===== src/hw/upsample_macros.svh =====
`ifndef UPSAMPLE_MACROS_SVH
`define UPSAMPLE_MACROS_SVH

// feature data width, one feature per beat
`define FEATURE_W_BITS 16

// map size limits
`define MAX_MAP_W 64
`define MAX_MAP_H 64
`define MAX_MAP_CHN 16

// counter widths, sized for the limits above
`define COORD_BITS 6 // x and y
`define CHN_BITS 4

`endif

===== src/hw/upsample_stream_pkg.sv =====
`include "upsample_macros.svh"

package upsample_stream_pkg;

	typedef logic[`FEATURE_W_BITS-1:0] pixel_t;

	// first pass takes the stream, second replays the stored row
	typedef enum logic {
		PASS_LIVE = 1'b0,
		PASS_REPLAY = 1'b1
	} pass_e;

	// where the next output beat sits in the map
	typedef struct packed {
		pass_e pass;
		logic[`COORD_BITS-1:0] x;
		logic row_end; // last column of this pass
		logic map_end; // last beat of the whole map
	} pos_info_t;

	// output payload, the pixel twice side by side
	typedef struct packed {
		pixel_t[1:0] data;
		logic last;
	} out_beat_t;

endpackage


===== src/hw/upsample_cfg_pkg.sv =====
package upsample_cfg_pkg;

	// strobe bus register map
	typedef enum logic[1:0] {
		REG_CTRL = 2'd0, // bit 0 starts a map
		REG_DIMS = 2'd1, // width-1 and height-1
		REG_CHN = 2'd2, // channels-1
		REG_STATUS = 2'd3 // bit 0 busy, bit 1 done, write clears done
	} reg_addr_e;

	// one register word, width in the upper half
	typedef struct packed {
		logic[15:0] w_m1;
		logic[15:0] h_m1;
	} map_dims_t;

	// a register word seen as plain bits or as the dims layout
	typedef union packed {
		logic[31:0] raw;
		map_dims_t dims;
	} cfg_word_u;

	// full map configuration handed to the tracker
	typedef struct packed {
		map_dims_t dims;
		logic[15:0] chn_m1;
	} map_cfg_t;

endpackage


===== src/hw/upsample_top.sv =====
`timescale 1ns/10ps
`include "upsample_macros.svh"

module upsample_top (
	input logic clk,
	input logic reset,

	// register port
	input logic reg_wr,
	input logic reg_rd,
	input upsample_cfg_pkg::reg_addr_e reg_addr,
	input logic[31:0] reg_wdata,
	output logic[31:0] reg_rdata,

	// feature input, one pixel per beat
	input logic in_valid,
	output logic in_ready,
	input upsample_stream_pkg::pixel_t in_pixel,

	// doubled output, two pixels per beat
	output logic out_valid,
	input logic out_ready,
	output upsample_stream_pkg::out_beat_t out_beat,

	output logic itr
);

	import upsample_cfg_pkg::*;
	import upsample_stream_pkg::*;

	map_cfg_t cfg;
	logic start;
	logic busy;
	logic frame_done;

	pos_info_t pos;
	logic advance;
	logic[`COORD_BITS-1:0] rd_x;
	pixel_t rd_pixel;

	logic wr_en;
	logic[`COORD_BITS-1:0] wr_x;
	pixel_t wr_pixel;

	upsample_regs upsample_regs_u(
		.clk(clk),
		.reset(reset),
		.reg_wr(reg_wr),
		.reg_rd(reg_rd),
		.reg_addr(reg_addr),
		.reg_wdata(reg_wdata),
		.reg_rdata(reg_rdata),
		.frame_done(frame_done),
		.cfg(cfg),
		.start(start),
		.busy(busy),
		.itr(itr)
	);

	// position and pass of the next beat
	map_tracker map_tracker_u(
		.clk(clk),
		.reset(reset),
		.start(start),
		.cfg(cfg),
		.advance(advance),
		.pos(pos),
		.rd_x(rd_x)
	);

	row_buffer row_buffer_u(
		.clk(clk),
		.wr_en(wr_en),
		.wr_x(wr_x),
		.wr_pixel(wr_pixel),
		.rd_x(rd_x),
		.rd_pixel(rd_pixel)
	);

	row_doubler row_doubler_u(
		.clk(clk),
		.reset(reset),
		.busy(busy),
		.pos(pos),
		.rd_pixel(rd_pixel),
		.in_valid(in_valid),
		.in_pixel(in_pixel),
		.in_ready(in_ready),
		.wr_en(wr_en),
		.wr_x(wr_x),
		.wr_pixel(wr_pixel),
		.advance(advance),
		.out_ready(out_ready),
		.out_valid(out_valid),
		.out_beat(out_beat),
		.frame_done(frame_done)
	);

endmodule


===== src/hw/row_doubler.sv =====
`timescale 1ns/10ps
`include "upsample_macros.svh"

module row_doubler (
	input logic clk,
	input logic reset,
	input logic busy,
	input upsample_stream_pkg::pos_info_t pos,
	input upsample_stream_pkg::pixel_t rd_pixel, // replayed pixel from the buffer

	// input stream
	input logic in_valid,
	input upsample_stream_pkg::pixel_t in_pixel,
	output logic in_ready,

	// buffer write
	output logic wr_en,
	output logic[`COORD_BITS-1:0] wr_x,
	output upsample_stream_pkg::pixel_t wr_pixel,

	output logic advance,

	// output stream
	input logic out_ready,
	output logic out_valid,
	output upsample_stream_pkg::out_beat_t out_beat,

	output logic frame_done
);

	import upsample_stream_pkg::*;

	logic live;
	logic can_load; // output register free this cycle
	logic load;
	pixel_t src_pixel;

	assign live = pos.pass == PASS_LIVE;

	// nothing new goes in behind the last beat of a map
	assign can_load = !out_valid || (out_ready && !out_beat.last);

	assign in_ready = busy && live && can_load;

	// the replay pass never waits on the input
	assign load = live ? (in_valid && in_ready) : (busy && can_load);
	assign advance = load;

	assign src_pixel = live ? in_pixel : rd_pixel;

	// every live pixel is kept for the second copy of its row
	assign wr_en = load && live;
	assign wr_x = pos.x;
	assign wr_pixel = in_pixel;

	always_ff @(posedge clk) begin
		if (reset)
			out_valid <= 1'b0;
		else if (load)
			out_valid <= 1'b1;
		else if (out_ready)
			out_valid <= 1'b0;
	end

	// held while the sink stalls
	always_ff @(posedge clk) begin
		if (load) begin
			out_beat.data <= {src_pixel, src_pixel};
			out_beat.last <= pos.map_end;
		end
	end

	assign frame_done = out_valid && out_ready && out_beat.last;

endmodule


===== src/hw/map_tracker.sv =====
`timescale 1ns/10ps
`include "upsample_macros.svh"

module map_tracker (
	input logic clk,
	input logic reset,
	input logic start,
	input upsample_cfg_pkg::map_cfg_t cfg,
	input logic advance, // one per output beat loaded

	output upsample_stream_pkg::pos_info_t pos,
	output logic[`COORD_BITS-1:0] rd_x // buffer address for the next cycle
);

	import upsample_stream_pkg::*;

	logic[`COORD_BITS-1:0] x;
	logic[`COORD_BITS-1:0] y;
	logic[`CHN_BITS-1:0] chn;
	pass_e pass;

	logic row_end;
	logic y_last;
	logic chn_last;
	logic[`COORD_BITS-1:0] x_next;

	assign row_end = x == cfg.dims.w_m1[`COORD_BITS-1:0];
	assign y_last = y == cfg.dims.h_m1[`COORD_BITS-1:0];
	assign chn_last = chn == cfg.chn_m1[`CHN_BITS-1:0];

	assign pos.pass = pass;
	assign pos.x = x;
	assign pos.row_end = row_end;
	assign pos.map_end = row_end && (pass == PASS_REPLAY) && y_last && chn_last;

	// look ahead so the sync memory has the pixel ready when pos moves
	assign x_next = row_end ? '0 : x + 1'b1;
	assign rd_x = advance ? x_next : x;

	// x inside pass inside row inside channel
	always_ff @(posedge clk) begin
		if (reset || start) begin
			x <= '0;
			y <= '0;
			chn <= '0;
			pass <= PASS_LIVE;
		end else if (advance) begin
			x <= x_next;
			if (row_end) begin
				if (pass == PASS_LIVE) begin
					pass <= PASS_REPLAY;
				end else begin
					pass <= PASS_LIVE;
					y <= y_last ? '0 : y + 1'b1;
					if (y_last)
						chn <= chn_last ? '0 : chn + 1'b1; // wraps after the map
				end
			end
		end
	end

endmodule


===== src/hw/row_buffer.sv =====
`timescale 1ns/10ps
`include "upsample_macros.svh"

module row_buffer (
	input logic clk,

	// write side, live pass
	input logic wr_en,
	input logic[`COORD_BITS-1:0] wr_x,
	input upsample_stream_pkg::pixel_t wr_pixel,

	// read side, one cycle latency
	input logic[`COORD_BITS-1:0] rd_x,
	output upsample_stream_pkg::pixel_t rd_pixel
);

	import upsample_stream_pkg::*;

	// holds one input row of the current channel
	pixel_t mem[`MAX_MAP_W];

	always_ff @(posedge clk) begin
		if (wr_en)
			mem[wr_x] <= wr_pixel;
	end

	// new data is passed straight through when both ports hit the same column,
	// which only happens on a one pixel wide map
	always_ff @(posedge clk) begin
		if (wr_en && (wr_x == rd_x))
			rd_pixel <= wr_pixel;
		else
			rd_pixel <= mem[rd_x];
	end

endmodule


===== src/hw/upsample_regs.sv =====
`timescale 1ns/10ps

module upsample_regs (
	input logic clk,
	input logic reset,

	// strobe register port
	input logic reg_wr,
	input logic reg_rd,
	input upsample_cfg_pkg::reg_addr_e reg_addr,
	input logic[31:0] reg_wdata,
	output logic[31:0] reg_rdata,

	input logic frame_done, // last beat accepted

	output upsample_cfg_pkg::map_cfg_t cfg,
	output logic start,
	output logic busy,
	output logic itr
);

	import upsample_cfg_pkg::*;

	cfg_word_u wr_word;
	cfg_word_u rd_word;
	logic done; // sticky until a status write

	assign wr_word.raw = reg_wdata;

	// one cycle pulse, dropped while a map is running
	assign start = reg_wr && (reg_addr == REG_CTRL) && reg_wdata[0] && !busy;

	always_ff @(posedge clk) begin
		if (reset) begin
			cfg <= '0;
		end else if (reg_wr) begin
			if (reg_addr == REG_DIMS)
				cfg.dims <= wr_word.dims;
			if (reg_addr == REG_CHN)
				cfg.chn_m1 <= wr_word.raw[15:0];
		end
	end

	always_ff @(posedge clk) begin
		if (reset) begin
			busy <= 1'b0;
			done <= 1'b0;
		end else begin
			if (start)
				busy <= 1'b1;
			else if (frame_done)
				busy <= 1'b0;

			// a finishing frame wins over a clear in the same cycle
			if (frame_done)
				done <= 1'b1;
			else if (reg_wr && (reg_addr == REG_STATUS))
				done <= 1'b0;
		end
	end

	always_comb begin
		rd_word.raw = '0; // ctrl reads as zero
		case (reg_addr)
			REG_DIMS: rd_word.dims = cfg.dims;
			REG_CHN: rd_word.raw = {16'd0, cfg.chn_m1};
			REG_STATUS: rd_word.raw = {30'd0, done, busy};
			default: rd_word.raw = '0;
		endcase
	end

	// read data lands one cycle after the strobe
	always_ff @(posedge clk) begin
		if (reg_rd)
			reg_rdata <= rd_word.raw;
	end

	assign itr = done;

endmodule


===== config.mk =====
export PLATFORM = sky130hd
export DESIGN_NAME = upsample_top
export DESIGN_NICKNAME = d
export VERILOG_FILES = /design/src/hw/upsample_stream_pkg.sv /design/src/hw/upsample_cfg_pkg.sv /design/src/hw/upsample_top.sv /design/src/hw/row_doubler.sv /design/src/hw/map_tracker.sv /design/src/hw/row_buffer.sv /design/src/hw/upsample_regs.sv
export VERILOG_INCLUDE_DIRS = /design/src /design/src/hw
export SDC_FILE = /design/constraint.sdc
export NUM_CORES = 1
export LEC_CHECK = 0
export ABC_CLOCK_PERIOD_IN_PS = 8200
export BUFFER_PORTS_ARGS = -buffer_cell sky130_fd_sc_hd__buf_4
export CORE_UTILIZATION = 45
export CTS_BUF_LIST = sky130_fd_sc_hd__clkbuf_4 sky130_fd_sc_hd__clkbuf_8
export DETAILED_ROUTE_END_ITERATION = 10
export GPL_ROUTABILITY_DRIVEN = 0
export GPL_TIMING_DRIVEN = 0
export MAX_ROUTING_LAYER = met4
export PLACE_DENSITY_LB_ADDON = 0.25
export SLEW_MARGIN = 10
export SYNTH_ARGS = -nofsm -noshare
export SYNTH_HDL_FRONTEND = slang
export SYNTH_SLANG_ARGS = --single-unit

===== constraint.sdc =====
create_clock -name clk -period 8.2 [get_ports clk]
set_input_delay 0.82 -clock clk [delete_from_list [all_inputs] [get_ports clk]]
set_output_delay 0.82 -clock clk [all_outputs]
set_load 0.005 [all_outputs]

[Word level (Yosys, flattened, before mapping)]
Memories as Yosys holds them, arrays and structs flattened. A register that Yosys moved wholly into a read port is not among the register bits.
Index checks and enable logic that the tools add are counted.
Widths: inputs -> output; s select.
Cells by class
  add/sub/neg operators: 3
  multiply operators: 0
  div/mod/pow operators: 0
  $lt $le $gt $ge: 0
  equal/unequal tests: 6
  shifts and indexed selects: 0
  mux-type cells: 16
  bitwise operators: 1
  reductions and logical operators: 29
Operators by type and width (number)
  $pmux 32 s3: 1
  $mux 6: 3
  $mux 16: 1
  $logic_and 1x1->1: 15
  $add 6x1->6 const B: 2
  $eq 6x6->1: 2
  $mux 1: 10
  $reduce_and 2->1: 3
  $reduce_bool 2->1: 3
  $add 4x1->4 const B: 1
  $eq 2x2->1 const B: 2
  $eq 4x4->1: 1
  $mux 4: 1
  $reduce_and 4->1: 1
  $logic_not 1->1: 3
  $reduce_and 3->1: 1
  $eq 2x1->1 const B: 1
  $logic_not 2->1: 1
  $logic_or 1x1->1: 2
  $not 1->1: 1
Word-level totals
  register bits: 117
  bits in latches: 0
  memory bits (writable): 1024
  memory bits (read-only): 0
  bits of input ports: 56
  output and inout port bits: 68
  memories: 1
Memories
  row_buffer_u.mem: words 64, width 16, rd ports 1, clocked after memory_dff 1, write ports 1, line row_buffer.sv:20  | pixel_t mem[`MAX_MAP_W];

[Logic depth before layout (Yosys ltp)]
  word-level depth: 9
  gate-level depth with buffers: 10
  mapped depth without buffers: 6

[By module]
From an unflattened synthesis, not the netlist that was laid out.
Unflattened totals
  cell total of the unflattened synthesis: 2316
  area total of the unflattened synthesis: 45479.9 um^2
By module, submodules not included
  row_buffer: instances 1, cells each 1819, area each 39842.0 um^2
  upsample_regs: instances 1, cells each 277, area each 3419.5 um^2
  row_doubler: instances 1, cells each 85, area each 1129.8 um^2
  map_tracker: instances 1, cells each 135, area each 1088.5 um^2

[Worst setup path after synthesis]
OpenSTA, ideal clock, no wires.
  path type: input -> register
  from: in out_ready
  to: mem row_buffer_u.mem[39][0] (netlist name), enable pin
  data arrival time: 2.602 ns
  data required time: 7.791 ns
  setup slack: 5.189 ns
  cell stages on the path: 3
  path buffers: 0
  cell sequence: nand2b_1 -> a2111o_1 -> nor3_1
Between the ends
  word-level cells in the longest chain between the ends: 8
  elaborated cells on any way between the ends: 9
Ends and longest elaborated chain
  from (decl): line upsample_top.sv:22  | input logic out_ready,
  $logic_and 1x1->1 (*): line row_doubler.sv:41  | assign can_load = !out_valid || (out_ready && !out_beat.last);
  $logic_or 1x1->1 (*): line row_doubler.sv:41
  $logic_and 1x1->1: line row_doubler.sv:43  | assign in_ready = busy && live && can_load;
  $logic_and 1x1->1: line row_doubler.sv:46  | assign load = live ? (in_valid && in_ready) : (busy && can_load);
  $mux 1 (*): line row_doubler.sv:46
  $logic_and 1x1->1 (*): line row_doubler.sv:52  | assign wr_en = load && live;
  $mux 1 (*): line row_buffer.sv:23  | if (wr_en)
  $mux 1 (implied by the code) (*): line row_buffer.sv:24  | mem[wr_x] <= wr_pixel;
  to (decl): line row_buffer.sv:20
Every way passes the cells marked *; elsewhere a longest branch is shown, timed or not.

==> results.yml <==
cells_and_area:
  area_growth_pct: 15.3
  fill_cells: 7791
  drive_gt1_share_pct: 27.0
  layout_common_cells: "1073 x edfxtp_1, 193 x mux2i_1, 188 x clkbuf_8, 169 x nand2_1, 159 x mux4_2"
  nets: 2838
  final_common_cell: "edfxtp_1"
cts:
  cts_resized: 0
  cts_tree: "built"
  cts_buffer_depth: 3
  htreeDepth: 4
  ctsRootBufferMaster: "clkbuf_8"
  hold_buffers: 0
  cts-buffers-inserted: 181
  clk_pin_slew_ns: 0.06
  clk_latency_ns: 0.85
  clkSinkCount: 1147
  post_cts_buffers: 0
drt:
  wl_per_cell_um: 27.3
  drtIter0Drc: 2573
  ant_nets: 0
  num_vias: 24300
  wl_mm: 115
  vias_per_cell: 5.77
  drcViolationCount: 0
  first_pass_iters: 5
sta:
  layout_min_cycle_time_ns: 3.81
  max_freq_mhz: 262
  setup_violations: 0
  tns_ns: 0
  slew_violations: 0
  rsz0062_at_grt: "false"
  hold_viol: 0
  slew_headroom_pct: 12.1
  skew_ns: 0.0408
  post-route-period-util_pct: 46.5
  worst-slew-pin-transition_ns: 1.32
place:
  port-buffer-count: 122
  dp_hpwl_mm: 74.8
status:
  status: "complete, no violations"
yosys:
  synth_cell_types: 59
  synth_ff_type: "edfxtp_1"
  yosys_warnings: 0
  syn_area_um2: 44600
  synth_seq_cells: 1147
  ys_seq_area_share_pct: 75.6
  synth.top_cell.area_share_pct: 72.2
  synth_xor_xnor_area_share_pct: 0.334
  synth_simple_gate_area_share_pct: 4.65
  ys_async_sr_fraction_pct: 0
  syn-instance-count: 2430
  yosysTopAreaCell: "edfxtp_1"
  muxShareOfSynthArea_pct: 12.9
  synthAdderAreaFrac_pct: 0.0842
  synth_top_family_by_area: "multiplexers"
  synth_top_cells_by_area: "edfxtp_1 72%, mux4_2 8.0%, mux2i_1 4.3%, dfxtp_1 3.3%, nand2_1 1.4%"
  avgSynthCellArea_um2: 18.4
  synth_edf_count: 1073
  synth_compound_area_share_pct: 4.50
  syn_nets: 2489
setup_path:
  critPathMaxFanout: 10
  start_kind: "flop"
  r2r_setup_slack_ns: 4.39
  endpoint: "row_doubler_u.out_beat[9]"
  reg2regPathDepth: 9
  slowest_stage: "buf_2"
  max_stage_delay_ns: 0.50
  arrival_ns: 4.37
  cp_cell_sequence: "buf_2 -> buf_2 -> buf_2 -> buf_2 -> mux2i_1 -> o22ai_1 -> nor3_1 -> nand4_1 -> a221o_1"
  crit_path_end_kind: "flop"
  path_class: "flop to flop"
  worst_path_most_repeated_cell: "buf_2"
  timing.rr.end: "row_doubler_u.out_beat[9]"
  worstPathRequired_ns: 8.76
global_route:
  grt_pass1_wl_mm: 166
  first_global_vias: 24600
  grt_max_degree: 66
  antenna_found_initial: 1
  grt.total_usage_pct: 24.0
  grt.overflow.total: 0
floorplan:
  die_x_um: 317
  start_util_pct: 45.4
  die_h_um: 317
  pin_count: 124
  coreArea_um2: 98300
  row_count: 115
  die_area_um2: 100000
power:
  pwr_density_cell_nw_per_um2: 222
  power_mw: 11.4
  peakVddDrop_uv: 141
  p_leak_nw: 16.1
hold_path:
  holdCritPathClass: "input pin to flop"
flow_run:
  cap_violations: 0
==> worst min-delay path by stage <==
stage                             from                       to  slack (ns)  cells after the start
2_1_floorplan  upsample_regs_u.cfg[38]  upsample_regs_u.cfg[38]        0.43                      2
3_3_place_gp   upsample_regs_u.cfg[44]  upsample_regs_u.cfg[44]        0.44                      2
3_5_place_dp   upsample_regs_u.cfg[40]  upsample_regs_u.cfg[40]        0.45                      2
4_1_cts                  reg_wdata[17]  upsample_regs_u.cfg[33]        0.16                      3
5_1_grt                   reg_wdata[3]  upsample_regs_u.cfg[19]        0.20                      3
6_report                  reg_wdata[1]  upsample_regs_u.cfg[17]        0.24                      3
==> synth_stat cells, types with 3 or more instances <==
library cell  number
ha_1               3
nand3_1           13
xnor2_1            6
dfxtp_1           74
buf_4             18
o21ai_1           10
edfxtp_1        1073
inv_1              6
a221o_1           16
mux4_2           159
buf_6              9
xor2_1            11
or3b_2             3
buf_12             3
mux2_2            19
o2111ai_1         16
a22o_1            16
o221ai_1          16
nor2_1           108
or3_1              4
buf_8              3
nor3_1            23
nand2_1          169
nor2b_1            8
or2_2             20
nand4_1           18
a211o_1            3
a22oi_1           80
nand2b_1          21
o22ai_1           32
clkbuf_1          80
a21oi_1           81
nand3b_1           6
and2_1            26
o21ai_0           16
mux2i_1          193
buf_2             41
==> power by group <==
| part | switching (mW) | leakage, nW | internal [mW] |
|---|---|---|---|
| sequential | 0.00998 | 10.3 | 6.41 |
| clock | 2.22 | 1.87 | 2.49 |
| combinational | 0.204 | 3.98 | 0.0802 |
==> worst max-delay path, delay by kind of cell (launching register included) <==
kind | cells | cell delay [ns]
flops | 1 | 0.31
buf+inv | 4 | 1.49
simple gates | 2 | 0.79
mux | 1 | 0.24
compound gates | 2 | 0.67
==> metrics by stage <==
stage | hold WS (ns) | setup WS, ns | std cells | utilization, % | area [µm²]
global placement | 0.440 | 4.05 | 3839 | 48.0 | 47100
CTS | 0.160 | 4.47 | 4204 | 52.3 | 51400
detailed placement | 0.448 | 4.17 | 3883 | 48.7 | 47900
finish | 0.242 | 4.39 | 4206 | 52.3 | 51400
global route | 0.199 | 4.34 | 4205 | 52.3 | 51400
floorplan | 0.432 | 5.19 | 2430 | - | 44600
==> flip-flops by register name, indices dropped and copies added, names as in the netlist, 4 cells and up, named ones only <==
signal / count
map_tracker_u.chn: 4
map_tracker_u.x: 6
map_tracker_u.y: 6
row_buffer_u.mem: 1024
row_doubler_u.out_beat: 17
upsample_regs_u.cfg: 48
upsample_regs_u.reg_rdata: 32
==> logic make-up after synthesis <==
| kind of cell | after synthesis |
|---|---|
| buf+inv | 162 |
| mux | 372 |
| simple gates | 436 |
| xor+xnor | 17 |
| compound gates | 293 |
| flops | 1147 |
| fa+ha+maj | 3 |
==> layout make-up <==
cell class,instances,area (µm²),share of cell area (%)
clock buffers,252,3070,5.97
well taps,1287,1610,3.13
clock inverters,69,445,0.866
multi-input cells,1121,10200,19.8
inverters,6,22.5,0.0438
plain buffers,156,855,1.66
flip-flops and latches,1147,33700,65.6
diodes,2,5.00,0.00973
repair buffers,166,1520,2.95
==> routing by layer <==
| layer | share of wire, % | track usage (%) |
|---|---|---|
| met1 | 40 | 30.7 |
| met2 | 48 | 37.8 |
| met3 | 8.0 | 4.73 |
| met4 | 3.4 | 9.18 |
| met5 | 0 | - |
No activity file was read; power rests on OpenSTA's default activity.
